===== src/source/array_port_if.sv =====
`timescale 1ns/1ns

interface array_port_if #(
    parameter type entry_t   = logic [15:0],
    parameter int  SET_COUNT = 2
);

    localparam int INDEX_BITS = $clog2(SET_COUNT);

    logic [INDEX_BITS-1:0] index;
    // one enable per way
    logic [1:0]            we;
    entry_t                wentry [2];
    // both ways of the indexed set
    entry_t                rentry [2];

    modport ctrl (
        output index,
        output we,
        output wentry,
        input  rentry
    );

    modport array (
        input  index,
        input  we,
        input  wentry,
        output rentry
    );

endinterface


===== src/source/way_array.sv =====
`timescale 1ns/1ns

module way_array #(
    parameter type entry_t   = logic [15:0],
    parameter int  SET_COUNT = 2
) (
    input logic         clk,
    input logic         reset_n,
    array_port_if.array port
);

    localparam int INDEX_BITS = $clog2(SET_COUNT);

    entry_t                store [2][SET_COUNT];
    logic [INDEX_BITS-1:0] set_sel;

    assign set_sel = port.index;

    // combinational read of both ways
    assign port.rentry[0] = store[0][set_sel];
    assign port.rentry[1] = store[1][set_sel];

    always_ff @(posedge clk) begin
        if (!reset_n) begin
            // cleared entries read as invalid tags
            for (int w = 0; w < 2; w++) begin
                for (int s = 0; s < SET_COUNT; s++) begin
                    store[w][s] <= '0;
                end
            end
        end else begin
            for (int w = 0; w < 2; w++) begin
                if (port.we[w]) begin
                    store[w][set_sel] <= port.wentry[w];
                end
            end
        end
    end

    // a write must land on a known set
    assert property (@(posedge clk) disable iff (!reset_n)
        (|port.we) |-> !$isunknown(port.index))
    else $error("way_array write with unknown index");

endmodule

===== src/flat_wrapper.sv =====
// flat-port wrapper written by rule: the top's interface ports become plain ports
module way_array_flat 
#(
    parameter type entry_t   = logic [15:0],
    parameter int  SET_COUNT = 2
)
  (clk, reset_n, port_index, port_we, port_wentry, port_rentry);
  array_port_if #(.entry_t(entry_t), .SET_COUNT(SET_COUNT)) port_i ();
  input logic clk;
  input logic reset_n;
  input wire logic [$bits(port_i.index)-1:0] port_index;
  input wire logic [$bits(port_i.we)-1:0] port_we;
  input wire logic [$bits(port_i.wentry)-1:0] port_wentry;
  output wire logic [$bits(port_i.rentry)-1:0] port_rentry;
  assign port_i.index = port_index;
  assign port_i.we = port_we;
  assign port_i.wentry = {>>{port_wentry}};
  assign port_rentry = {>>{port_i.rentry}};
  way_array #(.entry_t(entry_t), .SET_COUNT(SET_COUNT)) u_core (.clk(clk), .reset_n(reset_n), .port(port_i));
endmodule

===== config.mk =====
export PLATFORM = sky130hd
export DESIGN_NAME = way_array_flat
export DESIGN_NICKNAME = d
export VERILOG_FILES = /design/src/source/array_port_if.sv /design/src/source/way_array.sv /design/src/flat_wrapper.sv
export SDC_FILE = /design/constraint.sdc
export NUM_CORES = 1
export LEC_CHECK = 0
export BUFFER_PORTS_ARGS = -buffer_cell sky130_fd_sc_hd__buf_2
export CAP_MARGIN = 15
export CORE_MARGIN = 3
export CORE_UTILIZATION = 53
export DETAILED_ROUTE_END_ITERATION = 8
export PLACE_DENSITY = 0.83
export SLEW_MARGIN = 30
export SYNTH_ARGS = -nofsm -noshare
export SYNTH_HDL_FRONTEND = slang
export SYNTH_SLANG_ARGS = --single-unit

===== constraint.sdc =====
create_clock -name clk -period 3 [get_ports clk]
set_clock_uncertainty 0.15 [all_clocks]
set_input_delay 0.45 -clock clk [delete_from_list [all_inputs] [get_ports clk]]
set_output_delay 0.45 -clock clk [all_outputs]
set_load 0.03 [all_outputs]

==> metrics <==
outcome complete, no violations; commonest cells after routing, fill and taps aside buf_2, nor2_1, edfxtp_1; Final Cell Area 3298 um^2; Hold WS 0.2830 ns; placed cell area 3143 um^2; Setup WS pre-CTS 0.6101 ns; final max-slew violation count 0; # IOs 69; CTS Buf Count 9; clock sinks 64; GRT Total Usage 18.74%; Nets 321; commonest non-fill, non-tap cell in the layout buf_2; Synth Register Bits 64; Synth top area share 68.63%; # port buffers 68; initial antenna violation count 0; remaining antenna violation count 0; clock tree buffer depth 2; Via density 5.062; CTS clk-pin slew, worst paths 0.07 ns; TritonCTS clock tree yes; Rows 25; synth-to-layout area growth 17.78%; Die ar. 6191 um^2; max-cap viol count 0; Detailed Routing Iterations Pass 1 4; largest net degree at the start of global routing 23; Setup violations, final 0; Yosys warning count 0; overall routed net length 5339 um; Synth Net Count 253; maximum clock frequency 426.1 MHz; H-tree Lvls 3; CP Capture Type primary output; first-pass GRT wire length 8562 um; Post-Syn Instances 216; post-layout min period 2.347 ns; final worst-path cycle share 78.23%; Top Registers u_core.store: 64 flops; VDD IR-drop max 354.0 uV; drc violations 0; antenna cells 0; DIE HEIGHT 78.69 um; Setup WS post-layout 0.6530 ns; CP arrival 1.75 ns; fraction of layout cells with a size suffix above 1 40.14%; Post-DP HPWL 3497 um; Initial Utilization 57.02%; Chip Width 78.69 um; mapped cell area 2800 um^2; slowest CP cell buf_2; Initial DRC Count 117; Relative slew margins 52.81%; RePlAce Congestion 0.7424; PnR Total Power 1980 uW; Critical Path RT 2.40 ns; syn_area_per_cell 12.96 um^2; total gr overflow 0; largest area contributor in the netlist edfxtp_1; max FFs per register 64; CP most frequent cell buf_2; worst slew pin tran 0.7061 ns; Crit path largest cell delay 0.41 ns; Top reg by flops u_core.store; Final Hold Viols 0; Crit Path Max Fanout 22; LEAKAGE 0.001356 uW; Pwr Density 600.4 nW/um^2; top post-synthesis cells by area edfxtp_1, mux2_2, nor2_1; Core Area 4911 um^2; Worst Hold Class input pin to flip-flop; hold buffers post-CTS 0; startpoint types input pin; Seq/Total Area, Yosys 68.63%; wire per inst 15.00 um; # Post-CTS Setup Buffers 0; RSZ-0062 raised after global routing false; synth unique cells 13; Resized cells post-CTS 0; routed via count 1,802; vias in the first global route 1,779; crit-path cells buf_2 -> buf_4 -> mux2_2 -> buf_2; root buffer cell clkbuf_8; Setup Total Neg Slack 0 ns; crit path kind input pin to primary output
-- metal layers --
metal	GRT usage, %	routed length (um)
met1	23.63	2241
met2	29.80	2689
met3	6.078	329
met4	7.867	79
met5	0	0
-- final timing paths --
check	slack, ns	cells after the start	end	startpoint
worst max-delay path	0.65	4	port_rentry[12]	port_index
worst min-delay path	0.28	3	u_core.store[0][4]$_SDFFCE_PN0P_	port_wentry[20]
-- through the flow --
stage | std cells | utilization [%]
final | 356 | 67.16
after global placement | 340 | 64.00
after floorplan | 216 | -
after global routing | 356 | 67.16
after CTS | 356 | 67.16
after detailed placement | 340 | 64.00
-- worst max-delay path: cells and delay by family --
kind / cells / cell delay [ns]
buffers and inverters: 3 / 0.93
muxes: 1 / 0.36
-- synth_stat cells --
library cell / instances
nand2_1: 37
buf_4: 1
mux2_2: 32
nor2_1: 64
nand2b_4: 1
clkbuf_2: 1
inv_1: 1
nand2_2: 1
edfxtp_1: 64
o21ai_0: 1
buf_6: 5
buf_2: 7
nand2b_1: 1
-- cells by family (layout without fill, tap and decap cells) --
group           Yosys count  in the layout  share of synthesized area, %
simple gates            104            104                         14.48
buf+inv                  15             88                         3.842
mux                      32             32                         12.87
flops                    64             64                         68.63
compound gates            1              1                        0.1786
-- where the power goes --
| group | internal [uW] | switching [uW] |
|---|---|---|
| Sequential | 1060 | 17.8 |
| Clock | 290 | 310 |
| Combinational | 101 | 201 |
-- area by class of cell --
cell class	count	area, um^2
Sequential cell	64	1922
Fill cell	386	1613
Clock buffer	11	131.4
Timing Repair Buffer	71	362.8
Clock inverter	5	23.77
Tap cell	67	83.83
Inverter	1	3.754
Multi-Input combinational cell	137	770.7
Note: power is estimated with default switching activity, not from simulation.
